### src/verilog/gpif_cfg.svh
// Build-time sizing; FIFO depth must stay a power of two and above the read pipeline slack
`ifndef GPIF_CFG_SVH
`define GPIF_CFG_SVH

// Bus and stream width
`define GPIF_DATA_W           32

// FX3 endpoint addresses on fifoadr
`define GPIF_ADDR_DATA_RX     2'd0   // FPGA reads from here
`define GPIF_ADDR_DATA_TX     2'd1   // FPGA writes to here

// Sequencer timing
`define GPIF_SETTLE_CYCLES    8      // Flags settle after fifoadr moves
`define GPIF_FLUSH_CYCLES     2      // Idle strobes after a write burst
`define GPIF_USB_PKT_WORDS    256    // Native USB packet, drives the pad rule
`define GPIF_XFER_W           16

// Local FIFO sizing
`define GPIF_FIFO_DEPTH       64
`define GPIF_NEAR_FULL_SLACK  6      // Words still in flight when a burst is cut
`define GPIF_RX_ROOM_WORDS    32

`endif

### src/verilog/gpif_pkg.sv
// Types shared by the bus master; state encoding is 3 bits and is visible to the bound checks
`include "gpif_cfg.svh"

package gpif_pkg;

    //////////////////////////////////////////////////
    // Bus master states
    //////////////////////////////////////////////////
    typedef enum logic [2:0] {
        IDLE        = 3'd0,  // Park strobes, step to other endpoint
        WAIT        = 3'd1,  // Local check plus settle count
        THINK       = 3'd2,  // Decide from resampled FX3 flags
        READ        = 3'd3,  // slrd held low
        READ_FLUSH  = 3'd4,  // Drain strobe pipeline
        WRITE       = 3'd5,  // slwr low per word
        WRITE_FLUSH = 3'd6   // Hold address, strobes idle
    } gpif_state_t;

    //////////////////////////////////////////////////
    // Data words
    //////////////////////////////////////////////////
    // Same width on the FX3 bus and both local streams
    typedef logic [`GPIF_DATA_W-1:0] gpif_word_t;

endpackage

### src/verilog/gpif_capture_stage.sv
// Input side of the bus; FX3 must place read data on gpif_d_in while slrd2 is low
`timescale 1ns/100ps

module gpif_capture_stage (
    input  logic                 gpif_clk,
    input  logic                 gpif_rst,
    input  logic [1:0]           gpif_ctl,
    input  gpif_pkg::gpif_word_t gpif_d_in,
    input  logic                 slrd,
    input  logic                 read_active,
    input  logic                 rd_eop,
    output logic                 fx3_ready,
    output logic                 fx3_wmark,
    output logic                 slrd3,
    output gpif_pkg::gpif_word_t tx_in_tdata,
    output logic                 tx_in_tlast,
    output logic                 tx_in_tvalid
);

    logic ready_pad;    // First flag stage, lands in the I/O pad
    logic wmark_pad;
    logic slrd1;
    logic slrd2;
    logic rd_eop1;
    logic rd_eop2;

    //////////////////////////////////////////////////
    // FX3 flags, two stages for timing closure
    //////////////////////////////////////////////////
    always_ff @(posedge gpif_clk) begin
        if (gpif_rst) begin
            ready_pad <= 1'b0;
            wmark_pad <= 1'b0;
            fx3_ready <= 1'b0;
            fx3_wmark <= 1'b0;
        end else begin
            ready_pad <= gpif_ctl[0];
            wmark_pad <= gpif_ctl[1];
            fx3_ready <= ready_pad;
            fx3_wmark <= wmark_pad;
        end
    end

    //////////////////////////////////////////////////
    // Strobe and end-of-packet delay lines
    //////////////////////////////////////////////////
    always_ff @(posedge gpif_clk) begin
        if (gpif_rst) begin
            {slrd1, slrd2, slrd3} <= 3'b111;  // Strobes idle high
            rd_eop1 <= 1'b0;
            rd_eop2 <= 1'b0;
        end else begin
            {slrd1, slrd2, slrd3} <= {slrd, slrd1, slrd2};
            rd_eop1 <= rd_eop;
            rd_eop2 <= rd_eop1;  // Lines up with slrd3 of the last word
        end
    end

    // Bus word taken only when a read is in flight, held otherwise
    always_ff @(posedge gpif_clk) begin
        if (!slrd2) begin
            tx_in_tdata <= gpif_d_in;
        end
    end

    assign tx_in_tvalid = !slrd3 && read_active;
    assign tx_in_tlast  = rd_eop2;  // Watermark end only, a full FIFO gives no tlast

endmodule

### config.mk
export PLATFORM = sky130hd
export DESIGN_NAME = gpif_capture_stage
export DESIGN_NICKNAME = d
export VERILOG_FILES = /design/src/verilog/gpif_pkg.sv /design/src/verilog/gpif_capture_stage.sv
export VERILOG_INCLUDE_DIRS = /design/src /design/src/verilog
export SDC_FILE = /design/constraint.sdc
export NUM_CORES = 1
export LEC_CHECK = 0
export BUFFER_PORTS_ARGS = -buffer_cell sky130_fd_sc_hd__clkbuf_2
export CAP_MARGIN = 20
export CELL_PAD_IN_SITES_DETAIL_PLACEMENT = 1
export CELL_PAD_IN_SITES_GLOBAL_PLACEMENT = 1
export CORE_MARGIN = 4
export CORE_UTILIZATION = 32
export DETAILED_ROUTE_END_ITERATION = 16
export PLACE_DENSITY_LB_ADDON = 0.1
export SLEW_MARGIN = 40
export SYNTH_ARGS = -nofsm -noshare
export SYNTH_HDL_FRONTEND = slang
export SYNTH_SLANG_ARGS = --single-unit
### constraint.sdc
create_clock -name gpif_clk -period 1.7 [get_ports gpif_clk]
set_input_delay 0.085 -clock gpif_clk [delete_from_list [all_inputs] [get_ports gpif_clk]]
set_output_delay 0.085 -clock gpif_clk [all_outputs]
set_load 0.1 [all_outputs]
======== Word-level counts from Yosys, hierarchy flattened ========
Index checks and enable logic that the tools add are counted.
word-level totals
  register bits ........................... 41
  word-level logic and storage cells ...... 12
  input port bits ......................... 39
  output and inout port bits .............. 37
cells by class
  reduce and logical (&&, ||, !) cells .... 2
operator list
  kind                 count
  $logic_and A1 B1 Y1  1
  $logic_not A1 Y1     1

======== Depth between registers and ports, before layout ========
  depth after elaboration ................. 2
  depth in mapped cells ................... 1
  mapped depth without buffers ............ 1

======== Worst setup path after synthesis ========
OpenSTA, ideal clock, no wires.
  kind .................................... register to output
  start ................................... register slrd3
  end ..................................... output tx_in_tvalid
  cell stages (with the launch flop) ...... 2
  path buffers ............................ 0
  path slack .............................. -499 ps
  arrival time ............................ 2114 ps
  data required time ...................... 1615 ps
  cell sequence ........................... dfxtp_1 -> nor2b_1
between the ends
  longest elaborated chain between the ends .. 2
RTL lines
  item                      RTL line                  source
  start: declaration        gpif_capture_stage.sv:14  output logic slrd3,
  start signal: assignment  gpif_capture_stage.sv:53  {slrd1, slrd2, slrd3} <= {slrd, slrd1, slrd2};
  $logic_not A1 Y1          gpif_capture_stage.sv:66  assign tx_in_tvalid = !slrd3 && read_active;
  $logic_and A1 B1 Y1       gpif_capture_stage.sv:66
  end: declaration          gpif_capture_stage.sv:17  output logic tx_in_tvalid
Every way passes these cells.

======== Worst setup path in the final report ========
Ends and elaborated chain as after synthesis.

==> summary.md <==
| Metric | Value |
|---|---|
| Nets | 207 |
| Post-synthesis xor/xnor area fraction | 0 |
| Synth top area share | 0.796 |
| Synth Area in Simple Gates | 0.0518 |
| Max Freq | 0.808 GHz |
| Clk pin slew, worst setup/hold paths | 0.07 ns |
| Crit-path max cell delay | approximately 0.45 ns |
| Via count | 843 |
| Clock Tree Buf Depth | 2 |
| CTS tree | done |
| Synth-to-layout area growth | 73.1% |
| Clock Latency Late Sink | 0.27 ns |
| Min Clock Period, post-route | 1.24 ns |
| DR pass1 iterations | 2 |
| Initial Util | 0.330 |
| Hold Vio Cnt, Final | 0 |
| WL final | 2.67 mm |
| Largest net degree at the start of global routing | 33 |
| Post-synthesis mux area share | 0 |
| Row count | 22 |
| Hold Crit Class | input pin to flip-flop |
| CP Cell Sequence | nor2b_2 -> clkbuf_2 |
| Vias in the first global route | 980 |
| Placer Congestion | 0.671 |
| Post-synthesis sequential area ratio | 0.945 |
| CTS HTree Levels | 2 |
| Compound-Gate Fraction of Synth Area | 0 |
| CP startpoint kind | flip-flop |
| Leakage | 0.000906 uW |
| First DRT Iteration DRCs | 27 |
| # resized after CTS | 0 |
| Hold Path End | ready_pad |
| Die ar. | 0.00482 sq mm |
| CTS Root Cell | clkbuf_8 |
| Worst Path Arrival | 1.15 ns |
| Setup_tns | 0 ns |
| Antenna Nets Post-Route | 0 |
| Layout Skew | around 0.0042 ns |
| Reg2reg path depth | 2 |
| Netlist cell types | 5 |
| Avg Cell Area, Syn | 23.2 sq um |
| Vias per inst | 3.88 |
| WP data required | about 1.6 ns |
| Crit path capture type | output pin |
| Register Area | 0.00114 sq mm |
| Cts bufs inserted | 5 |
| Max_cap viols | 0 |
| CP max FO | 2 |
| Worst setup margin | between 0.4 and 0.5 ns |
| I/O pin count | 76 |
| Pre-CTS setup slack | about 0.64 ns |
| DRC Markers | 0 |
| Multi-input gate area | 65.1 sq um |
| RR Startpoint | slrd2 |
| Hold_sp | gpif_ctl[0] |
| Status | finished clean |
| Worst slew pin tran | 0.558 ns |
| Max Transition Viols Final | 0 |
| Final setup fails | 0 |
| Clock sinks | 41 |
| Net Count, Synth | 91 |
| Core Area | 0.00366 sq mm |
| Area leader, netlist | edfxtp_1 |
| Initial antenna violation count | 0 |
| Mapped Area | around 0.0012 sq mm |
| GRT Total Usage | 0.128 |
| Largest family of logic cells by synthesized area | simple AND/OR/NAND/NOR gates |
| Detailed placement HPWL | 1.83 mm |
| Hold Crit Depth | 2 |
| Synth area leaders | edfxtp_1 (80%), dfxtp_1 (15%), nor2b_1 (3.6%), or2_1 (1.6%), inv_1 (0.31%) |
| Slew HR | 0.629 |
| Maximum vdd drop | around 0.54 mV |
| Post-DP Area | around 0.0017 sq mm |
| Reg-to-reg endpoint | tx_in_tdata[31] |
| Die Wd | 69.4 um |
| CP Class | flip-flop to output pin |
| GR Overflow Total | 0 |
| Yosys reg bits | 41 |
| Port Buffers | 75 |
| PwrDens | 1030 mW/mm^2 |
| Synth warn | 0 |
| Antenna diode count | 0 |
| First-pass GRT wire length | 4.69 mm |
| Synth Area in Adders | 0 |
| Post-route cell area | between 0.002 and 0.0025 sq mm |
| Postcts setup bufs | 0 |
| Syn Inst Count | 52 |
| Fin crit share | 0.728 |
| Layout fillers | 375 |
| Worst reg-to-reg setup slack | about 0.65 ns |
| Avg WL per Cell | 12.3 um |
| Layout cells sized above 1 | 0.491 |
| Slowest-stage cell, CP | clkbuf_2 |
| Die Y | ~69 um |
| RSZ-0062 raised after global routing | false |
==> metrics by stage <==
stage,std cells,power [uW],hold slack (ns),utilization
final,217,2160,0.0189,0.571
after global routing,217,2270,0.0202,0.571
after CTS,217,2200,0.0112,0.571
after detailed placement,176,1410,0.264,0.451
after global placement,176,1400,0.261,0.451
after floorplan,52,1340,0.157,-
==> timing repair <==
action / in CTS / in global routing
hold endpoints to repair: 33 / 0
setup endpoints to repair: 0 / 0
hold buffers: 33 / 0
==> synth_stat cells <==
| library cell | instances |
|---|---|
| edfxtp_1 | 32 |
| dfxtp_1 | 9 |
| nor2b_1 | 7 |
| or2_1 | 3 |
| inv_1 | 1 |
==> worst max-delay path, delay by kind of cell (launching register included) <==
kind / cells / cell delay, ns
AND/OR/NAND/NOR: 1 / 0.10
buffers and inverters: 1 / 0.45
flip-flops: 1 / 0.32
==> kinds of logic after synthesis <==
kind of cell  count (synthesis)
buf+inv                       1
simple gates                 10
flops                        41
==> cell usage in the layout (no fill, tap or decap) <==
cell            n
clkbuf_8        5
nor2b_2         1
clkbuf_2       75
clkbuf_1        1
buf_4           1
inv_1           1
edfxtp_1       32
dfxtp_1         9
bufinv_16       1
dlygate4sd3_1  33
nor2b_1         6
clkinv_1        1
or2_1           3
==> area by class of cell <==
cell class / instances / share of cell area
clock buffers: 6 / 0.0347
inverters: 1 / 0.00180
clock inverters: 2 / 0.0162
well taps: 48 / 0.0287
repair buffers: 109 / 0.341
flip-flops and latches: 41 / 0.546
multi-input cells: 10 / 0.0311
==> power breakdown <==
part / switching, uW / internal (uW) / leakage [uW]
combinational: 222 / 100 / 0.000485
sequential: 7.97 / 1120 / 0.000368
clock: 282 / 433 / 0.0000528
total: 512 / 1650 / 0.000906
==> how the worst max path moves through the flow <==
stage	from	to	slack, ns	cells past startpoint
6_report	slrd3	tx_in_tvalid	0.46	2
5_1_grt	slrd3	tx_in_tvalid	0.41	2
4_1_cts	slrd3	tx_in_tvalid	0.44	2
3_5_place_dp	slrd2	tx_in_tdata[11]	0.64	2
3_3_place_gp	slrd2	tx_in_tdata[10]	0.66	2
2_1_floorplan	slrd3	tx_in_tvalid	0.02	1
==> sequential cells by signal, indices dropped and copies added, names as in the netlist <==
name and cells:
slrd3 1, tx_in_tlast 1, fx3_wmark 1, tx_in_tdata 32
slrd2 1, slrd1 1, fx3_ready 1, rd_eop1 1
wmark_pad 1, ready_pad 1
==> layer usage <==
metal / global-route usage / wire (um) / vias up
met3: 0.0580 / 257 / 2
li1: - / - / 418
met2: 0.222 / 1440 / 40
met5: 0 / 0 / -
met1: 0.132 / 950 / 383
met4: 0.0521 / 21 / 0
Note: power is estimated with default switching activity, not from simulation.
