### src/verilog/gpif_cfg.svh
// Build-time sizing; FIFO depth must stay a power of two and above the read pipeline slack
`ifndef GPIF_CFG_SVH
`define GPIF_CFG_SVH

// Bus and stream width
`define GPIF_DATA_W           32

// FX3 endpoint addresses on fifoadr
`define GPIF_ADDR_DATA_RX     2'd0   // FPGA reads from here
`define GPIF_ADDR_DATA_TX     2'd1   // FPGA writes to here

// Sequencer timing
`define GPIF_SETTLE_CYCLES    8      // Flags settle after fifoadr moves
`define GPIF_FLUSH_CYCLES     2      // Idle strobes after a write burst
`define GPIF_USB_PKT_WORDS    256    // Native USB packet, drives the pad rule
`define GPIF_XFER_W           16

// Local FIFO sizing
`define GPIF_FIFO_DEPTH       64
`define GPIF_NEAR_FULL_SLACK  6      // Words still in flight when a burst is cut
`define GPIF_RX_ROOM_WORDS    32

`endif

### src/verilog/gpif_pkg.sv
// Types shared by the bus master; state encoding is 3 bits and is visible to the bound checks
`include "gpif_cfg.svh"

package gpif_pkg;

    //////////////////////////////////////////////////
    // Bus master states
    //////////////////////////////////////////////////
    typedef enum logic [2:0] {
        IDLE        = 3'd0,  // Park strobes, step to other endpoint
        WAIT        = 3'd1,  // Local check plus settle count
        THINK       = 3'd2,  // Decide from resampled FX3 flags
        READ        = 3'd3,  // slrd held low
        READ_FLUSH  = 3'd4,  // Drain strobe pipeline
        WRITE       = 3'd5,  // slwr low per word
        WRITE_FLUSH = 3'd6   // Hold address, strobes idle
    } gpif_state_t;

    //////////////////////////////////////////////////
    // Data words
    //////////////////////////////////////////////////
    // Same width on the FX3 bus and both local streams
    typedef logic [`GPIF_DATA_W-1:0] gpif_word_t;

endpackage

### src/verilog/stream_fifo.sv
// First-word-fall-through FIFO; DEPTH must be a power of two, flags lag the count by one cycle
`timescale 1ns/100ps

module stream_fifo #(
    parameter int DEPTH           = 64,
    parameter int NEAR_FULL_SLACK = 6,
    parameter int ROOM_WORDS      = 32
) (
    input  logic                 gpif_clk,
    input  logic                 gpif_rst,
    input  gpif_pkg::gpif_word_t s_tdata,
    input  logic                 s_tlast,
    input  logic                 s_tvalid,
    output logic                 s_tready,
    output gpif_pkg::gpif_word_t m_tdata,
    output logic                 m_tlast,
    output logic                 m_tvalid,
    input  logic                 m_tready,
    output logic                 nearly_full,
    output logic                 has_space
);

    localparam int PTR_W  = $clog2(DEPTH);
    localparam int CNT_W  = $clog2(DEPTH + 1);
    localparam int WORD_W = $bits(gpif_pkg::gpif_word_t);

    logic [WORD_W:0]   mem [DEPTH];     // {last, data}
    logic [PTR_W-1:0]  wr_ptr;
    logic [PTR_W-1:0]  rd_ptr;
    logic [CNT_W-1:0]  count;
    logic [CNT_W-1:0]  free_words;
    logic              wr_en;
    logic              rd_en;

    assign wr_en      = s_tvalid && s_tready;
    assign rd_en      = m_tvalid && m_tready;
    assign s_tready   = (count != CNT_W'(DEPTH));
    assign m_tvalid   = (count != '0);
    assign m_tdata    = mem[rd_ptr][WORD_W-1:0];  // Head word shows without a read
    assign m_tlast    = mem[rd_ptr][WORD_W];
    assign free_words = CNT_W'(DEPTH) - count;

    always_ff @(posedge gpif_clk) begin
        if (wr_en) begin
            mem[wr_ptr] <= {s_tlast, s_tdata};
        end
    end

    // Pointers wrap on the power-of-two depth
    always_ff @(posedge gpif_clk) begin
        if (gpif_rst) begin
            wr_ptr      <= '0;
            rd_ptr      <= '0;
            count       <= '0;
            nearly_full <= 1'b0;
            has_space   <= 1'b0;
        end else begin
            wr_ptr      <= wr_ptr + PTR_W'(wr_en);
            rd_ptr      <= rd_ptr + PTR_W'(rd_en);
            count       <= count + CNT_W'(wr_en) - CNT_W'(rd_en);
            nearly_full <= (free_words <= CNT_W'(NEAR_FULL_SLACK));  // Stop bursts early
            has_space   <= (free_words >= CNT_W'(ROOM_WORDS));
        end
    end

endmodule

### config.mk
export PLATFORM = sky130hd
export DESIGN_NAME = stream_fifo
export DESIGN_NICKNAME = d
export VERILOG_FILES = /design/src/verilog/gpif_pkg.sv /design/src/verilog/stream_fifo.sv
export VERILOG_INCLUDE_DIRS = /design/src /design/src/verilog
export SDC_FILE = /design/constraint.sdc
export NUM_CORES = 2
export LEC_CHECK = 0
export ABC_CLOCK_PERIOD_IN_PS = 3600
export BUFFER_PORTS_ARGS = -buffer_cell sky130_fd_sc_hd__buf_2
export CAP_MARGIN = 25
export CELL_PAD_IN_SITES_DETAIL_PLACEMENT = 0
export CELL_PAD_IN_SITES_GLOBAL_PLACEMENT = 1
export CORE_UTILIZATION = 59
export CTS_BUF_LIST = sky130_fd_sc_hd__clkbuf_4
export DETAILED_ROUTE_END_ITERATION = 6
export PLACE_DENSITY = 0.79
export REMOVE_ABC_BUFFERS = 1
export SLEW_MARGIN = 10
export SYNTH_ARGS = -nofsm -noshare
export SYNTH_HDL_FRONTEND = slang
export SYNTH_SLANG_ARGS = --single-unit
export TNS_END_PERCENT = 30
### constraint.sdc
create_clock -name gpif_clk -period 3.6 [get_ports gpif_clk]
set_clock_uncertainty 0.2 [all_clocks]
set_input_delay 0.72 -clock gpif_clk [delete_from_list [all_inputs] [get_ports gpif_clk]]
set_output_delay 0.72 -clock gpif_clk [all_outputs]
set_load 0.03 [all_outputs]
## Yosys cells after proc, flatten, opt, wreduce, memory -nomap -nowiden

Memory sizes are Yosys's and may differ from the RTL's. A register that Yosys moved wholly into a read port is not among the register bits.
Cells that the tools add are included.

- Add/sub/neg operators: 5
- $mul: 0
- Divide/modulo/power cells: 0
- $lt $le $gt $ge: 2
- Eq/ne operators: 1
- Shifts and indexed selects: 0
- Muxes and demuxes: 3
- Bitwise gates (word level): 0
- Reduce and logical (&&, ||, !) cells: 3

Operator list:

| operator | count |
|---|---|
| $add A6 B1 Y6 | 2 |
| $add A7 B1 Y7 | 1 |
| $ge A7 B6 Y1 const B | 1 |
| $le A7 B3 Y1 const B | 1 |
| $ne A7 B7 Y1 const B | 1 |
| $reduce_bool A7 Y1 | 1 |
| $sub A7 B1 Y7 | 1 |
| $sub A7 B7 Y7 const A | 1 |
| $mux W6 | 1 |
| $logic_and A1 B1 Y1 | 2 |
| $mux W1 | 2 |

- Register bits after elaboration: 21
- Bits in latches: 0
- Memory bits (writable): 2,112
- ROM bits: 0
- Bits of input ports: 37
- Output and inout bits: 37
- Memories: 1

Memories:

| memory | words | bits a word | rd ports | clocked after memory_dff | wr ports | line | RTL |
|---|---|---|---|---|---|---|---|
| mem | 64 | 33 | 1 | 1 | 1 | stream_fifo.sv:27 | `logic [WORD_W:0] mem [DEPTH];` |

## Depth between registers and ports, before layout

- Depth in word-level cells: 4
- Mapped depth: 15
- Depth with buffers taken out: 15

## Worst setup path before layout

No wires, ideal clock.

- Path type: register to register
- From: register count[2]
- To: memory mem[62][0] (netlist bit), enable pin
- Library setup time: 0.423 ns
- Data arrival time: 2.958 ns
- Required time: 2.977 ns
- Slack: 0.018 ns
- Stages on the path, launching flop included: 8
- Path buffers: 0
- Period minus slack after synthesis: 3.582 ns
- Cell sequence: dfxtp_1 inv_1 ha_1 nand4_1 nand2_1 nor2_1 nand3_1 nor2_1

- Word-level cells in the longest chain between the ends: 4

RTL lines:

| item | line | RTL |
|---|---|---|
| start, declared | stream_fifo.sv:30 | `logic [CNT_W-1:0] count;` |
| start signal, assigned | stream_fifo.sv:60 | `count <= count + CNT_W'(wr_en) - CNT_W'(rd_en);` |
| $ne A7 B7 Y1 | stream_fifo.sv:37 | `assign s_tready = (count != CNT_W'(DEPTH));` |
| via s_tready | stream_fifo.sv:14 | `output logic s_tready,` |
| $logic_and A1 B1 Y1 | stream_fifo.sv:35 | `assign wr_en = s_tvalid && s_tready;` |
| $mux W1 | stream_fifo.sv:44 | `if (wr_en) begin` |
| $mux W1 (not written as such) | stream_fifo.sv:45 | `mem[wr_ptr] <= {s_tlast, s_tdata};` |
| end, declared | stream_fifo.sv:27 |  |

The timed path passes the listed nets, and every way through them passes these cells.

==> reports/metrics.yaml <==
status: "finished with violations"
violations: "setup timing"
clk_pin_slew_ns: 0.06
dp_cells: 5441
r2r_setup_slack_ns: -0.02
drtIter0Drc: 5530
ant_nets: 0
slew_headroom: 0.4146
powerDensity_mw_per_mm2: 605.5
vias: 43510
critPathRequiredTime_ns: 2.68
vdd_drop_max_uv: 553.0
synthTopCellsByCount: "edfxtp_1, mux4_2, a22oi_1"
cp-endpoint: "m_tdata[21]"
fp.coreArea_mm2: 0.1356
gp_congestion: 0.8297
rows: 135
syn_avg_cell_area_um2: 23.03
yosys_warnings: 0
ys_async_sr_fraction: 0
wl_per_cell_um: 33.64
antenna_found_initial: 14
reg2reg_to: "count[6]"
worstRegToRegCells: 15
detail_route.vias_per_cell: 6.683
drt_wl_total_um: 219000
dieArea_mm2: 0.1385
crit_arrival_ns: 3.73
clk_latency_ns: 1.33
yosysTopAreaCellShare: 0.7848
initial_core_util: 0.5958
die_w_um: 372.1
finalWorstSetupSlack_ns: -1.051
place_ws_ns: -0.04789
synthTopCellsByArea: "edfxtp_1, mux4_2, a22oi_1, o221ai_1, dfxtp_1"
crit_path_end_kind: "output port"
nets: 4449
finalCritPeriodShare: 1.292
synth.most_common_cell: "edfxtp_1"
grt_max_degree: 65
chipHeight_um: 372.1
overflow: 0
root_buffer: "clkbuf_4"
grtUsageTotal: 0.3191
utilization: 0.7188
hold_slack_ns: 0.1161
path_max_fanout: 7
startpoint: "rd_ptr[0]"
grt_pass1_wl_um: 306200
max_freq_ghz: 0.2150
yosys.area.top_type: "edfxtp_1"
htree_levels: 6
cts_buffers: 542
syn_inst: 3509
synthDistinctLibCells: 39
io_pins: 74
drtPass1Iterations: 5
timing.rr.start: "count[4]"
worstSetupPathType: "register to output port"
cts_sinks: 2133
synth-main-ff-cell: "edfxtp_1"
syn2layout_area_growth_pct: 20.64
final_cells: 6510
min_period_ns: 4.651
hold_violations: 0
leakage_uw: 0.03114
crit_path_start_kind: "register"
drv_slew: 0
worst_pin_slew_ns: 0.8755
grt_pass1_vias: 44480
portBuffers: 73
synthesis.area_mm2: 0.08082
clockBufferDepth: 4
cts_tree: "done"
setup-violations-final: 34
synth-edff-count: 2112
synth_seq_cells: 2133
drc_errors: 0
drive_gt1_frac: 0.4540
cap_violations: 0
seq_area_frac_synth: 0.7900
dp_hpwl_um: 118900
grt_setup_unrepaired: "yes"
hp-class: "input pin to register"
## cell usage in the layout (no fill, tap or decap), types with 11 or more instances in the layout
cell | synthesis | final
a211oi_2 | 0 | 25
nor2_1 | 81 | 15
clkinv_2 | 0 | 15
o22ai_2 | 0 | 23
o22ai_1 | 60 | 26
clkinv_1 | 0 | 90
mux4_2 | 528 | 528
buf_4 | 11 | 220
buf_16 | 0 | 46
ha_1 | 17 | 15
edfxtp_1 | 2112 | 2112
nand3_1 | 38 | 26
o221ai_1 | 60 | 17
nor2b_1 | 42 | 30
inv_2 | 0 | 21
nand3_2 | 0 | 12
a22oi_2 | 0 | 43
nor2_4 | 0 | 65
buf_12 | 0 | 142
buf_2 | 53 | 43
a22oi_1 | 114 | 71
nand2_1 | 53 | 46
dfxtp_1 | 21 | 15
buf_6 | 5 | 34
a221oi_2 | 0 | 23
o221ai_2 | 0 | 37
buf_8 | 0 | 11
nor2b_4 | 0 | 11
clkbuf_4 | 0 | 743
dlygate4sd3_1 | 0 | 37
o22ai_4 | 0 | 11
and3_4 | 0 | 26
## cells by family after synthesis
logic type,after synthesis,share of synthesized area
simple gates,283,0.01737
compound gates,321,0.02962
mux,528,0.1471
fa+ha+maj,18,0.002880
buf+inv,214,0.01174
xor+xnor,12,0.001300
flops,2133,0.7900
## worst min-delay path by stage
stage                   from           to  slack [ns]  cells past startpoint
finish               s_tlast   mem[4][32]        0.12                      2
floorplan           count[4]  nearly_full        0.29                      2
CTS                 gpif_rst    has_space        0.13                      3
detailed placement  count[4]  nearly_full        0.35                      2
global route         s_tlast   mem[4][32]        0.07                      2
global placement    count[4]  nearly_full        0.34                      2
## routing by layer
layer  GRT usage  vias up  part of all wire
li1            -    17240                 -
met2      0.5036     3079              0.49
met4      0.1196        4             0.038
met1      0.4349    22610              0.35
met5           0        -           0.00011
met3     0.08196      567              0.12
## stage by stage
stage               instance area (um^2)  power, uW  setup TNS [ns]
global placement                   86350      37160               0
finish                             97490      59040          -32.90
detailed placement                 86350      37380        -0.07002
CTS                                95650      58340          -36.87
floorplan                          79910      32440         -801.75
global route                       97480      61130          -36.70
## critical path, stage by stage, from the launching register on
cell and delay, ns:
dfxtp_4 0.41, buf_12 0.15, buf_12 0.14, buf_12 0.14, buf_16 0.14, mux4_2 0.53, a211oi_2 0.31, o22ai_4 0.19
and3_4 0.21, buf_6 0.14
## power breakdown
| part | internal, uW | total (uW) | switching (uW) |
|---|---|---|---|
| Sequential | 27500 | 27600 | 116 |
| Clock | 9620 | 18900 | 9270 |
| Combinational | 6710 | 12500 | 5840 |
| Total | 43800 | 59000 | 15200 |
## final cells by class
class / instances / area [um^2]
diodes: 9 / 22.52
clock buffers: 742 / 5570
clock inverters: 128 / 564.3
fillers: 7611 / 38140
inverters: 12 / 45.04
multi-input cells: 1162 / 18060
flip-flops and latches: 2133 / 63860
well taps: 1781 / 2228
repair buffers: 543 / 7149
## timing repair
item                                     CTS  global route
pin swaps                                 66            61
endpoints found under the hold margin   2043             0
gates resized for setup                  309           151
hold buffers                              37             0
buffers inserted                          61            43
gates cloned                              26             6
endpoints found under the setup margin    35            35
## sequential cells by signal, indices dropped and copies added (netlist names)
| register | cells |
|---|---|
| mem | 2112 |
| count | 7 |
| rd_ptr | 6 |
| wr_ptr | 6 |
| has_space | 1 |
| nearly_full | 1 |
(Power assumes the default switching activity.)
