File: src/verilog/gpif_cfg.svh
// Build-time sizing; FIFO depth must stay a power of two and above the read pipeline slack
`ifndef GPIF_CFG_SVH
`define GPIF_CFG_SVH

// Bus and stream width
`define GPIF_DATA_W           32

// FX3 endpoint addresses on fifoadr
`define GPIF_ADDR_DATA_RX     2'd0   // FPGA reads from here
`define GPIF_ADDR_DATA_TX     2'd1   // FPGA writes to here

// Sequencer timing
`define GPIF_SETTLE_CYCLES    8      // Flags settle after fifoadr moves
`define GPIF_FLUSH_CYCLES     2      // Idle strobes after a write burst
`define GPIF_USB_PKT_WORDS    256    // Native USB packet, drives the pad rule
`define GPIF_XFER_W           16

// Local FIFO sizing
`define GPIF_FIFO_DEPTH       64
`define GPIF_NEAR_FULL_SLACK  6      // Words still in flight when a burst is cut
`define GPIF_RX_ROOM_WORDS    32

`endif

File: src/verilog/gpif_pkg.sv
// Types shared by the bus master; state encoding is 3 bits and is visible to the bound checks
`include "gpif_cfg.svh"

package gpif_pkg;

    //////////////////////////////////////////////////
    // Bus master states
    //////////////////////////////////////////////////
    typedef enum logic [2:0] {
        IDLE        = 3'd0,  // Park strobes, step to other endpoint
        WAIT        = 3'd1,  // Local check plus settle count
        THINK       = 3'd2,  // Decide from resampled FX3 flags
        READ        = 3'd3,  // slrd held low
        READ_FLUSH  = 3'd4,  // Drain strobe pipeline
        WRITE       = 3'd5,  // slwr low per word
        WRITE_FLUSH = 3'd6   // Hold address, strobes idle
    } gpif_state_t;

    //////////////////////////////////////////////////
    // Data words
    //////////////////////////////////////////////////
    // Same width on the FX3 bus and both local streams
    typedef logic [`GPIF_DATA_W-1:0] gpif_word_t;

endpackage

File: src/verilog/gpif_sequencer.sv
// FX3 slave-FIFO bus master for one endpoint pair; assumes FX3 flags two cycles old on entry
`timescale 1ns/100ps
`include "gpif_cfg.svh"

module gpif_sequencer (
    input  logic                 gpif_clk,
    input  logic                 gpif_rst,
    input  logic                 fx3_ready,
    input  logic                 fx3_wmark,
    input  logic                 slrd3,
    input  logic                 tx_nearly_full,
    input  logic                 tx_has_space,
    input  gpif_pkg::gpif_word_t rx_tdata,
    input  logic                 rx_tlast,
    input  logic                 rx_tvalid,
    output logic                 slrd,
    output logic                 slwr,
    output logic                 pktend,
    output logic                 sloe,
    output logic [1:0]           fifoadr,
    output gpif_pkg::gpif_word_t gpif_d_out,
    output logic                 read_active,
    output logic                 rd_eop,
    output logic                 rx_tready
);

    localparam int IDLE_W = $clog2(`GPIF_SETTLE_CYCLES);
    localparam int PKT_W  = $clog2(`GPIF_USB_PKT_WORDS);
    localparam logic [IDLE_W-1:0] SETTLE_LAST = IDLE_W'(`GPIF_SETTLE_CYCLES - 1);
    localparam logic [IDLE_W-1:0] FLUSH_IDLE  =
        IDLE_W'(`GPIF_SETTLE_CYCLES - `GPIF_FLUSH_CYCLES);
    localparam logic [IDLE_W-1:0] FLUSH_LAST  = FLUSH_IDLE - 1'b1;  // Last word still going out

    gpif_pkg::gpif_state_t   state;
    logic [IDLE_W-1:0]       idle_cycles;     // Settle count, then flush count
    logic [1:0]              next_addr;
    logic                    local_ready;
    logic                    read_ready_go;   // One cycle old
    logic                    write_ready_go;
    logic                    read_go;
    logic                    write_go;
    logic                    do_beat;
    logic                    wr_xfer;
    logic                    pkt_boundary;
    logic                    first_read;      // Covers the gap before slrd3 first drops
    logic                    pad;
    logic [`GPIF_XFER_W-1:0] transfer_size;

    //////////////////////////////////////////////////
    // Endpoint selection and local readiness
    //////////////////////////////////////////////////
    assign next_addr = (fifoadr == `GPIF_ADDR_DATA_RX) ? `GPIF_ADDR_DATA_TX : `GPIF_ADDR_DATA_RX;
    assign local_ready = (tx_has_space && (fifoadr == `GPIF_ADDR_DATA_RX)) ||
                         (rx_tvalid && (fifoadr == `GPIF_ADDR_DATA_TX));

    always_ff @(posedge gpif_clk) begin
        read_ready_go  <= tx_has_space && (fifoadr == `GPIF_ADDR_DATA_RX);
        write_ready_go <= rx_tvalid && (fifoadr == `GPIF_ADDR_DATA_TX);
    end

    assign read_go  = fx3_ready && fx3_wmark && read_ready_go;
    assign write_go = fx3_ready && write_ready_go && !read_go;

    // RX FIFO pop: first beat from THINK, then sustained while watermark holds
    assign rx_tready = (((state == gpif_pkg::WRITE) && fx3_wmark && !pad) ||
                        ((state == gpif_pkg::THINK) && write_go)) &&
                       (fifoadr == `GPIF_ADDR_DATA_TX);
    assign wr_xfer      = rx_tvalid && rx_tready;
    assign pkt_boundary = (transfer_size[PKT_W-1:0] == '0);  // Word count is a USB multiple
    assign do_beat      = (state == gpif_pkg::WRITE) || ((state == gpif_pkg::THINK) && write_go);
    assign read_active  = (state == gpif_pkg::READ) || (state == gpif_pkg::READ_FLUSH);

    //////////////////////////////////////////////////
    // Bus master FSM
    //////////////////////////////////////////////////
    always_ff @(posedge gpif_clk) begin
        if (gpif_rst) begin
            state         <= gpif_pkg::IDLE;
            {slrd, slwr, pktend, sloe} <= 4'b1111;
            fifoadr       <= `GPIF_ADDR_DATA_RX;
            gpif_d_out    <= '0;
            idle_cycles   <= '0;
            rd_eop        <= 1'b0;
            first_read    <= 1'b0;
            pad           <= 1'b0;
            transfer_size <= `GPIF_XFER_W'(1);
        end else begin
            case (state)
                gpif_pkg::IDLE: begin
                    {slrd, slwr, pktend, sloe} <= 4'b1111;
                    gpif_d_out  <= '0;
                    fifoadr     <= next_addr;    // Alternate endpoints
                    idle_cycles <= '0;
                    rd_eop      <= 1'b0;
                    first_read  <= 1'b0;
                    state       <= gpif_pkg::WAIT;
                end
                gpif_pkg::WAIT: begin
                    if (local_ready) begin
                        idle_cycles <= idle_cycles + 1'b1;
                        if (idle_cycles == SETTLE_LAST) state <= gpif_pkg::THINK;
                    end else begin
                        idle_cycles <= '0;       // Nothing to do here, try the other one
                        fifoadr     <= next_addr;
                    end
                end
                gpif_pkg::THINK: begin
                    idle_cycles <= '0;
                    if (read_go) begin
                        slrd       <= 1'b0;
                        sloe       <= 1'b0;      // FX3 drives the bus
                        first_read <= 1'b1;
                        state      <= gpif_pkg::READ;
                    end else if (!write_go) begin
                        state <= gpif_pkg::IDLE;
                    end
                end
                gpif_pkg::READ: begin
                    if (!fx3_wmark || tx_nearly_full) begin
                        slrd  <= 1'b1;           // Cut the burst, data still in flight
                        state <= gpif_pkg::READ_FLUSH;
                    end
                    if (!fx3_wmark) rd_eop <= 1'b1;  // True packet end
                    if (!slrd3) first_read <= 1'b0;
                end
                gpif_pkg::READ_FLUSH: begin
                    rd_eop <= 1'b0;
                    if (!slrd3) first_read <= 1'b0;
                    if (!first_read && slrd3) begin  // Strobe pipeline empty
                        sloe  <= 1'b1;
                        state <= gpif_pkg::IDLE;
                    end
                end
                gpif_pkg::WRITE_FLUSH: begin
                    {slrd, slwr, pktend} <= 3'b111;
                    gpif_d_out  <= '0;
                    idle_cycles <= idle_cycles + 1'b1;
                    if (idle_cycles == SETTLE_LAST) state <= gpif_pkg::IDLE;
                end
                default: ;                       // WRITE handled by the beat logic below
            endcase

            // Write beat, shared by the first word from THINK and the rest of the burst
            if (do_beat) begin
                gpif_d_out <= pad ? '0 : rx_tdata;
                if (pad) begin
                    {slwr, pktend} <= 2'b00;     // Pad word closes the packet
                    pad            <= 1'b0;
                    transfer_size  <= `GPIF_XFER_W'(1);
                    idle_cycles    <= FLUSH_LAST;
                    state          <= gpif_pkg::WRITE_FLUSH;
                end else if (wr_xfer && rx_tlast && pkt_boundary) begin
                    {slwr, pktend} <= 2'b01;     // Full USB packet, pad follows
                    pad            <= 1'b1;
                    transfer_size  <= transfer_size + 1'b1;
                    state          <= gpif_pkg::WRITE;
                end else if (wr_xfer && rx_tlast) begin
                    {slwr, pktend} <= 2'b00;     // Short packet, pktend with last word
                    transfer_size  <= `GPIF_XFER_W'(1);
                    idle_cycles    <= FLUSH_LAST;
                    state          <= gpif_pkg::WRITE_FLUSH;
                end else if (wr_xfer) begin
                    {slwr, pktend} <= 2'b01;
                    transfer_size  <= transfer_size + 1'b1;
                    state          <= gpif_pkg::WRITE;
                end else begin
                    {slwr, pktend} <= 2'b11;     // Watermark or local data ran out
                    idle_cycles    <= FLUSH_IDLE;
                    state          <= gpif_pkg::WRITE_FLUSH;
                end
            end
        end
    end

endmodule

File: config.mk
export PLATFORM = sky130hd
export DESIGN_NAME = gpif_sequencer
export DESIGN_NICKNAME = d
export VERILOG_FILES = /design/src/verilog/gpif_pkg.sv /design/src/verilog/gpif_sequencer.sv
export VERILOG_INCLUDE_DIRS = /design/src /design/src/verilog
export SDC_FILE = /design/constraint.sdc
export NUM_CORES = 1
export LEC_CHECK = 0
export ABC_AREA = 1
export BUFFER_PORTS_ARGS = -buffer_cell sky130_fd_sc_hd__buf_2
export CORE_AREA = 3 3 78 80
export CTS_CLUSTER_DIAMETER = 100
export CTS_CLUSTER_SIZE = 14
export DETAILED_ROUTE_END_ITERATION = 16
export DIE_AREA = 0 0 81 83
export GPL_TIMING_DRIVEN = 1
export HOLD_SLACK_MARGIN = 0.15
export PLACE_DENSITY_LB_ADDON = 0.12
export SKIP_CTS_REPAIR_TIMING = 1
export SYNTH_ARGS = -nofsm -noshare
export SYNTH_HDL_FRONTEND = slang
export SYNTH_SLANG_ARGS = --single-unit
File: constraint.sdc
create_clock -name gpif_clk -period 1.8 [get_ports gpif_clk]
set_input_delay 0.18 -clock gpif_clk [delete_from_list [all_inputs] [get_ports gpif_clk]]
set_output_delay 0.18 -clock gpif_clk [all_outputs]
set_load 0.02 [all_outputs]
* Yosys cells after proc, flatten, opt, wreduce, memory -nomap -nowiden *
Cells that the tools add are included.

storage, ports and cells
  register bits after elaboration = 65
  latch bits = 0
  memory bits (writable) = 0
  memory bits (read-only) = 0
  input port bits = 41
  output and inout port bits = 41
  word-level logic and storage cells = 133
  memories kept = 0

cells by class
  add/subtract/negate cells = 2
  multiply operators = 0
  div/mod/pow operators = 0
  $lt $le $gt $ge = 0
  eq/ne operators = 20
  shift-type cells = 0
  mux-type cells = 52
  bitwise operators = 0
  reductions and logical operators = 45

operators by type and width
  operator                 number
  $mux W32                 3
  $mux W16                 4
  $mux W3                  14
  $mux W1                  19
  $pmux W3 S6              1
  $add A16 B1 Y16 const B  1
  $logic_and A1 B1 Y1      14
  $eq A3 B3 Y1 const B     4
  $mux W2                  5
  $ne A3 B3 Y1 const B     3
  $pmux W1 S3              3
  $pmux W3 S3              1
  $reduce_and A3 Y1        3
  $reduce_bool A3 Y1       3
  $logic_not A8 Y1         1
  $ne A2 B2 Y1 const B     4
  $reduce_or A2 Y1         4
  $reduce_and A7 Y1        1
  $reduce_bool A7 Y1       1
  $eq A3 B2 Y1 const B     2
  $ne A3 B2 Y1 const B     2
  $reduce_and A2 Y1        3
  $reduce_bool A2 Y1       3
  $logic_or A1 B1 Y1       5
  11 further kinds         15

* Longest topological paths before layout *
Gate-level depths: netlist of the first run.

  depth after elaboration = 13
  gate-level depth with buffers = 12
  mapped depth without buffers = 11

* Least setup slack after synthesis of the first run *
No wires, ideal clock.

  path type = flip-flop to flip-flop
  start point = register state[1]
  end point = register first_read
  data arrival time = 1503 ps
  setup slack = 227 ps
  stages on the path, launching flop included = 9
  path buffers = 1
  period minus slack after synthesis = 1573 ps
  path through = dfxtp_1 > buf_4 > nor2_1 > inv_1 > o21ai_0 > nand2_1 > nand4_1 > nand2_1 > a21oi_1

on the way
  longest elaborated chain between the ends = 4
  elaborated cells on any way between the ends = 10
  those cells by class = eq/ne (5); mux (1); reduce/logical (4)

RTL lines
  element                                                                     RTL line               text
  start: declaration                                                          gpif_sequencer.sv:34   gpif_pkg::gpif_state_t state;
  start signal: assignment                                                    gpif_sequencer.sv:78   state <= gpif_pkg::IDLE;
  start signal: assignment                                                    gpif_sequencer.sv:96   state <= gpif_pkg::WAIT;
  start signal: assignment                                                    gpif_sequencer.sv:101  if (idle_cycles == SETTLE_LAST) state <= gpif_pkg::THINK;
  $eq A3 B2 Y1 / $eq A3 B3 Y1 (equally long branches)                         gpif_sequencer.sv:88   case (state)
  $reduce_or A2 Y1 (no source line)                                           -
  $ne A2 B2 Y1 (no source line) / $reduce_bool A3 Y1 (equally long branches)  -
  $reduce_and A3 Y1 (no source line)                                          -
  end signal: assignment                                                      gpif_sequencer.sv:84   first_read <= 1'b0;
  end signal: assignment                                                      gpif_sequencer.sv:95   first_read <= 1'b0;
  end signal: assignment                                                      gpif_sequencer.sv:112  first_read <= 1'b1;
  end: declaration                                                            gpif_sequencer.sv:45   logic first_read;

Several ways; a longest one is shown, not always the timed one.
A chain may end at the register's enable or synchronous reset.

* Final worst setup path of the first run *
  start point = register state[1]
  end point = output port read_active

on the way
  longest elaborated chain between the ends = 2
  elaborated cells on any way between the ends = 3
  those cells by class = eq/ne (2); reduce/logical (1)

RTL lines
  element                                              RTL line              text
  $eq A3 B2 Y1 / $eq A3 B3 Y1 (equally long branches)  gpif_sequencer.sv:71  assign read_active = (state == gpif_pkg::READ) || (state == gpif_pkg::READ_FLUSH);
  $logic_or A1 B1 Y1 *                                 gpif_sequencer.sv:71
  end: declaration                                     gpif_sequencer.sv:22  output logic read_active,

Mark *: on every way between the ends. The rest lies on a longest branch, timed or not.

==> impl_metrics.ini, run 1 <==
[status]
status = finished clean

[floorplan]
fp.dieW_um = 81
rows = 27
dieHeight_um = 83
dieArea_sq_um = 6720
core-area_sq_um = 5470
initial_core_util_pct = 49.8
io_pins = 82

[sta]
fmax_ghz = 0.601
rsz0062_at_grt = no
hold_violations = 0
setup_viol_count_final = 0
fin_crit_ns = 1.66
period_share_pct = 92.5
clock_skew_ns = 0.0114
tns_ns = 0
hold_ws_ns = 0.180
final_max_slew_viol_count = 0

[clocking]
clock_sinks = 56
clock_path_buffers = 2
numCtsBuffers = 5
clk_pin_slew_ns = 0.10
cts_tree = yes
clk_latency_ns = 0.32
cts-root-buf = clkbuf_8
htree_levels = 2

[placement]
place_congestion = 0.880
numPortBuffers = 80
placed_cell_area_sq_um = 3170
dp_cells = 518
hpwl_mm = 4.79

[power]
ir_drop_uv = 549
power_density_nw_per_um2 = 1000
p_leak_nw = 1.67

[synthesis]
synth.largest_area_cell = dfxtp_1
yosys_warnings = 0
synth_top_area_share_pct = 41.1
synth_edf_count = 0
synthFlopType = dfxtp_1
syn-instance-count = 377
avgSynthCellArea_sq_um = 7.24
ys_top_cells_by_area = dfxtp_1 (41%), nand2_1 (13%), a21oi_1 (9.2%)
ys_types = 36
synth_seq_cells = 56
syn_area_sq_um = 2730
synth_seq_area_share_pct = 41.1
async_flop_share_pct = 0
synth_fp_nets = 422

[critical_path]
crit_fanout = 8
r2r.worst_path.cells = 9
cp.arrival_ns = 1.48
cp-start-kind = flop
cp_slowest_cell = dfxtp_2
critPathKind = reg2out
max_stage_delay_ns = 0.46
cp_cell_sequence = nand2_1, nor2_2, inv_1, o21ai_0, buf_2
end_kind = primary output
cp_data_required_time_ns = 1.62

[final_layout]
drive_gt1_share_pct = 24.6
syn_to_final_growth_pct = 32.5
mostFrequentLayoutCell = nand2_1
post-route-cell-area_sq_um = 3610
nets = 531
antenna_cells = 0
layout.cells.non_filler = 559
fillers = 491
utilization_pct = 66.0
final_cell_mix = nand2_1 (93), buf_2 (80), dfxtp_1 (54)

[route]
ant_nets = 0
vias = 2823
drt_wl_total_mm = 7.29
dr.pass1.iters = 4
drt_iter0_drc = 160
drc_errors = 0
detail_route.wl_per_cell_um = 13.0
viasPerCell = 5.05

[global_route]
grt_pass1_wl_mm = 11.1
antenna_found_initial = 0
grt_pass1_vias = 2547
overflow = 0
grt_max_degree = 41
grt.total_usage_pct = 20.2

[job]
cap_violations = 0

[min_path]
min_path_cells = 4
min_path_type = in2reg
where the power goes:
group	total [mW]	internal, mW	switching [mW]
Combinational	1.30	0.450	0.848
Clock	0.844	0.421	0.423
Sequential	1.47	1.37	0.105
synth_stat cells, types with 2 or more instances:
library cell  number
nand3_1           44
buf_4              5
nor2_1            31
inv_1             29
o21ai_0           10
a21oi_1           50
dfxtp_1           56
buf_6              5
inv_2              3
buf_2              4
nand2_1           93
nand4_1            8
ha_1               4
nand3b_1           2
nand2_2            5
nand2_8            2
clkbuf_1           5
o211ai_1           2
xor2_1             2
final timing paths:
check	start	to	slack, ns
min	fx3_wmark	rd_eop$_SDFFE_PP0P_	0.18
max reg2reg	state[1]$_SDFFE_PP0P_	gpif_d_out[30]$_SDFFE_PP0P_	0.25
min reg2reg	rd_eop$_SDFFE_PP0P_	rd_eop$_SDFFE_PP0P_	0.48
max	state[1]$_SDFFE_PP0P_	read_active	0.14
layout make-up:
type	count	area [sq um]	share of cell area [%]
clock inverter	2	38.8	1.07
tap	72	90.1	2.49
timing repair buffer	121	816	22.6
multi-input combinational	266	1330	36.8
clock buffer	6	72.6	2.01
sequential	56	1120	31.1
inverter	36	144	3.98
stage by stage:
stage | worst slack [ns] | power (mW)
2_1_floorplan | 0.227 | 2.38
3_3_place_gp | 0.232 | 2.70
3_5_place_dp | 0.155 | 2.72
4_1_cts | -0.0101 | 3.56
5_1_grt | 0.0267 | 3.84
6_report | 0.135 | 3.61
flip-flops by register name, summed over array words and instances, names as in the netlist, 3 cells and up:
name           flops
gpif_d_out        32
idle_cycles        3
state              3
transfer_size      8
kinds of logic (layout without fill, tap and decap cells):
family / Yosys count / count (layout) / synth area share, %
compound gates: 66 / 66 / 13.1
xor+xnor: 2 / 2 / 0.642
fa+ha+maj: 4 / 4 / 1.83
buf+inv: 55 / 165 / 10.1
flops: 56 / 56 / 41.1
other cells: 1 / 1 / 0.137
simple gates: 193 / 193 / 33.1
worst max-delay path: cells and delay by family, from the launching register on:
family                 cells  cell delay, ns
AND/OR/NAND/NOR            2            0.30
AO/OA/AOI/OAI              1            0.11
buffers and inverters      2            0.30
flip-flops                 1            0.46
per-layer routing:
layer / vias to the layer above / part of all wire [%] / wire length [um] / global-route usage (%)
met3: 9 / 3.6 / 263 / 4.12
li1: 1441 / - / - / -
met1: 1313 / 44 / 3230 / 24.9
met5: - / 0 / 0 / 0
met2: 60 / 50 / 3680 / 35.2
met4: 0 / 1.6 / 118 / 5.68
Power figures use the tool's default switching activity.
==> inputs of run 2 (changes only) <==
--- a/config.mk
+++ b/config.mk
@@ -8,11 +8,11 @@
 export LEC_CHECK = 0
 export ABC_AREA = 1
 export BUFFER_PORTS_ARGS = -buffer_cell sky130_fd_sc_hd__buf_2
-export CORE_AREA = 3 3 78 80
+export CORE_AREA = 3 3 82 84
 export CTS_CLUSTER_DIAMETER = 100
 export CTS_CLUSTER_SIZE = 14
 export DETAILED_ROUTE_END_ITERATION = 16
-export DIE_AREA = 0 0 81 83
+export DIE_AREA = 0 0 85 87
 export GPL_TIMING_DRIVEN = 1
 export HOLD_SLACK_MARGIN = 0.15
 export PLACE_DENSITY_LB_ADDON = 0.12
==> constraint.sdc (replaced) <==
create_clock -name gpif_clk -period 1.4 [get_ports gpif_clk]
set_input_delay 0.14 -clock gpif_clk [delete_from_list [all_inputs] [get_ports gpif_clk]]
set_output_delay 0.14 -clock gpif_clk [all_outputs]
set_load 0.02 [all_outputs]
==> impl_metrics.ini, run 2 (synthesized netlist as in run 1, its figures left out) <==
[critical_path]
crit_fanout = 6
critPathKind = reg2out
startpoint = state[1]$_SDFFE_PP0P_
cp.arrival_ns = 1.45
reg2reg_from = state[1]$_SDFFE_PP0P_
end_kind = primary output
cp-start-kind = flop
cp_data_required_time_ns = 1.26

[clocking]
clk_pin_slew_ns = 0.11
clock_path_buffers = 2
clk_latency_ns = 0.32
cts-root-buf = clkbuf_8
clock_sinks = 56
numCtsBuffers = 5
htree_levels = 2
cts_tree = yes

[placement]
dp_cells = 543
pre_cts_slack_ns = -0.111
hpwl_mm = 5.15
placed_cell_area_sq_um = 3350
numPortBuffers = 80
place_congestion = 0.891

[route]
drc_errors = 0
dr.pass1.iters = 4
vias = 2968
drt_wl_total_mm = 8.32
viasPerCell = 5.02
detail_route.wl_per_cell_um = 14.1
ant_nets = 0
drt_iter0_drc = 206

[power]
power_density_nw_per_um2 = 1270
ir_drop_uv = 798
total_power_mw = 5.21
p_leak_nw = 1.86

[final_layout]
final_cell_mix = nand2_1 (86), buf_2 (79), dfxtp_1 (51)
ff_latch_area_sq_um = 1130
utilization_pct = 68.3
largest_register_ffs = 32
nets = 560
fillers = 515
max_flop_register = gpif_d_out
mostFrequentLayoutCell = nand2_1
multiInputGateArea_sq_um = 1490
reg.largest.list = gpif_d_out: 32 flops, transfer_size: 8 flops
antenna_cells = 0
post-route-cell-area_sq_um = 4090
layout.cells.non_filler = 591
syn_to_final_growth_pct = 50.1
drive_gt1_share_pct = 37.0

[global_route]
grt_max_degree = 41
overflow = 0
grt_pass1_wl_mm = 11.6
grt.total_usage_pct = 19.1
antenna_found_initial = 0
grt_pass1_vias = 2566

[sta]
period_share_pct = 114
rsz0062_at_grt = yes
fmax_ghz = 0.629
final_max_slew_viol_count = 0
setup_viol_count_final = 49
worst_slack_ns = -0.191
tightest_slew_ns = 0.528
fin_crit_ns = 1.59
hold_ws_ns = 0.157
hold_violations = 0
relSlewSlack_pct = 64.8
clock_skew_ns = 0.00866
tns_ns = -3.52

[floorplan]
dieArea_sq_um = 7400
rows = 28
fp.dieW_um = 85
io_pins = 82
dieHeight_um = 87
core-area_sq_um = 5990
initial_core_util_pct = 45.5

[status]
status = complete, but fails checks
violations = negative setup slack

[job]
cap_violations = 0

[min_path]
hp-start = fx3_wmark
min_path_type = in2reg
run 2: cell type report:
class	count	area share, %
timing repair buffer	150	27.6
clock inverter	3	0.550
inverter	36	3.79
multi-input combinational	266	36.5
clock buffer	5	1.68
tap	75	2.29
sequential	56	27.6
run 2: path summary, 6_finish.rpt:
kind / endpoint / slack (ns) / cells after the start
worst min register to register: rd_eop$_SDFFE_PP0P_ / 0.47 / 2
worst max register to register: transfer_size[5]$_SDFFE_PP0P_ / -0.17 / 12
worst min-delay path: rd_eop$_SDFFE_PP0P_ / 0.16 / 4
worst max-delay path: rx_tready / -0.19 / 8
run 2: power breakdown:
part | internal, mW | total (mW) | switching (mW)
clock | 0.361 | 0.947 | 0.586
sequential | 1.76 | 1.88 | 0.120
combinational | 1.02 | 2.38 | 1.36
run 2: worst max-delay path: stages, from the launching register on:
cell	delay, ns
dfxtp_2	0.34
buf_6	0.13
buf_6	0.11
nor2_4	0.08
nand3_2	0.09
o21ai_4	0.09
inv_1	0.06
nor2_1	0.10
buf_4	0.14
run 2: layer usage:
metal,vias to the layer above,global-route usage (%),wire length (um)
met2,82,32.1,4150
met1,1365,24.5,3610
met5,-,0,0
li1,1506,-,-
met3,15,3.50,384
met4,0,6.91,166
==> inputs of run 3 (changes only) <==
--- a/config.mk
+++ b/config.mk
@@ -6,16 +6,16 @@
 export SDC_FILE = /design/constraint.sdc
 export NUM_CORES = 1
 export LEC_CHECK = 0
-export ABC_AREA = 1
 export BUFFER_PORTS_ARGS = -buffer_cell sky130_fd_sc_hd__buf_2
-export CORE_AREA = 3 3 82 84
+export CORE_AREA = 3 3 79 81
 export CTS_CLUSTER_DIAMETER = 100
 export CTS_CLUSTER_SIZE = 14
 export DETAILED_ROUTE_END_ITERATION = 16
-export DIE_AREA = 0 0 85 87
+export DIE_AREA = 0 0 82 84
 export GPL_TIMING_DRIVEN = 1
 export HOLD_SLACK_MARGIN = 0.15
 export PLACE_DENSITY_LB_ADDON = 0.12
+export RECOVER_POWER = 25
 export SKIP_CTS_REPAIR_TIMING = 1
 export SYNTH_ARGS = -nofsm -noshare
 export SYNTH_HDL_FRONTEND = slang
==> impl_metrics.ini, run 3 <==
[route]
ant_nets = 0
met3_length_um = 341
drt_wl_total_mm = 7.97
drc_errors = 0
drt_iter0_drc = 161
detail_route.wl_per_cell_um = 14.7
viasPerCell = 5.22
top_layer_used = met4
dr.pass1.iters = 5
drt-met1-wl_mm = 3.35
vias = 2840
met2_length_mm = 4.20

[critical_path]
end_kind = flop
crit_buf_inv = 1
r2r.worst_path.cells = 6
cp-start-kind = flop
cp_data_required_time_ns = 1.64
startpoint = state[2]$_SDFFE_PP0P_
reg2reg_from = state[2]$_SDFFE_PP0P_
crit_fanout = 5
r2r_setup_slack_ns = -0.49
reg2reg_to = transfer_size[5]$_SDFFE_PP0P_
cp_slowest_cell = or3b_4
critPathTopFamily = simple AND/OR/NAND/NOR gates
critPathKind = reg2reg
max_stage_delay_ns = 0.43
cp_cell_sequence = or3b_4, buf_4, o32ai_4, nand2_2, or3_1, a21oi_1
cp.arrival_ns = 2.14

[final_layout]
reg.largest.list = gpif_d_out: 32 flops, transfer_size: 8 flops
nets = 516
drive_gt1_share_pct = 39.2
antenna_cells = 0
syn_to_final_growth_pct = 57.6
mostFrequentLayoutCell = buf_2
max_flop_register = gpif_d_out
final_cell_mix = buf_2 (70), dfxtp_1 (53), buf_4 (44)
largest_register_ffs = 32
post-route-cell-area_sq_um = 4070

[clocking]
clk_latency_ns = 0.31
clock_path_buffers = 2
clock_sinks = 56
cts_tree = yes
cts-root-buf = clkbuf_8
htree_levels = 2
numCtsBuffers = 5
clk_pin_slew_ns = 0.10

[synthesis]
synth_fp_nets = 363
synth_top_area_share_pct = 43.4
ys_top_cells_by_area = dfxtp_1 (43%), a21oi_1 (8.7%), o21ai_0 (8.1%)
ys_types = 53
synth_seq_area_share_pct = 43.4
yosysMostFrequentCell = dfxtp_1
synth_common_cells = dfxtp_1 (56), a21oi_1 (45), nand2_1 (45), o21ai_0 (42), nor2_1 (19)
synth_seq_cells = 56
synth_edf_count = 0
synthFlopType = dfxtp_1
synth.largest_area_cell = dfxtp_1
async_flop_share_pct = 0
syn_area_sq_um = 2580
avgSynthCellArea_sq_um = 8.12
syn-instance-count = 318
yosys_warnings = 0

[placement]
hpwl_mm = 4.90
numPortBuffers = 80
placed_cell_area_sq_um = 3380
pre_cts_slack_ns = -0.457
place_congestion = 0.829

[floorplan]
rows = 27
initial_core_util_pct = 46.6
dieArea_sq_um = 6890
fp.dieW_um = 82
dieHeight_um = 84
io_pins = 82
core-area_sq_um = 5540

[power]
p_leak_nw = 1.68
total_power_mw = 3.06
power_density_nw_per_um2 = 752
ir_drop_uv = 615

[global_route]
overflow = 0
grt_max_degree = 35
grt.total_usage_pct = 20.4
grt_pass1_wl_mm = 11.4
grt_pass1_vias = 2548
antenna_found_initial = 0

[min_path]
min_path_cells = 2
hold_path_end = write_ready_go$_DFF_P_
min_path_type = in2reg
hp-start = rx_tvalid

[sta]
fmax_ghz = 0.528
worst_slack_ns = -0.495
hold_violations = 0
clock_skew_ns = 0.00950
final_max_slew_viol_count = 0
rsz0062_at_grt = yes
setup_viol_count_final = 53
hold_ws_ns = 0.179
period_share_pct = 135
tns_ns = -20.44
fin_crit_ns = 1.89

[status]
status = complete, but fails checks
violations = negative setup slack

[job]
cap_violations = 0
-- run 3: cell count changes after synthesis, sizes merged, moves of 11 or more --
cell,before,now
o21ai,12,44
inv,33,6
nand2,101,45
clkbuf,5,16
nor2,33,19
nand3,46,7
-- run 3: logic make-up after synthesis --
group	after synthesis	share of synthesized area (%)
other	1	0.145
and+or+nand+nor	105	19.5
adders and majority gates	4	1.94
muxes	2	0.824
xor gates and xnor gates	6	2.04
DFF	56	43.4
buffers and inverters	30	5.14
AOI/OAI and AO/OA	114	27.0
-- run 3: how the worst max path moves through the flow --
stage	endpoint	depth (start not counted)	slack [ns]
2_1_floorplan	state[0]$_SDFFE_PP0P_	5	-0.54
6_report	transfer_size[5]$_SDFFE_PP0P_	6	-0.49
4_1_cts	state[0]$_SDFFE_PP0P_	4	-0.49
3_3_place_gp	state[0]$_SDFFE_PP0P_	4	-0.41
5_1_grt	transfer_size[5]$_SDFFE_PP0P_	6	-0.56
3_5_place_dp	state[0]$_SDFFE_PP0P_	4	-0.46
-- run 3: area by class of cell --
cell class	instances	area (sq um)
Inverter	6	22.5
Timing Repair Buffer	170	1220
Clock inverter	2	38.8
Multi-Input combinational cell	232	1500
Fill cell	446	1470
Tap cell	72	90.1
Sequential cell	56	1120
Clock buffer	6	72.6
-- run 3: report_power, final --
part	total, mW	switching, mW	leakage [nW]	internal, mW
clock network	1.07	0.532	0.0558	0.541
logic	0.373	0.175	1.17	0.198
registers	1.61	0.00922	0.454	1.61
-- run 3: through the flow --
step | cells | utilization (%)
2_1_floorplan | 318 | -
3_3_place_gp | 497 | 61.0
3_5_place_dp | 497 | 61.0
4_1_cts | 505 | 63.0
5_1_grt | 544 | 73.4
6_report | 544 | 73.4
-- run 3: metal layers --
layer / vias up / global-route usage, %
li1: 1423 / -
met4: 0 / 6.19
met5: - / 0
met2: 61 / 35.1
met3: 7 / 3.46
met1: 1349 / 25.3
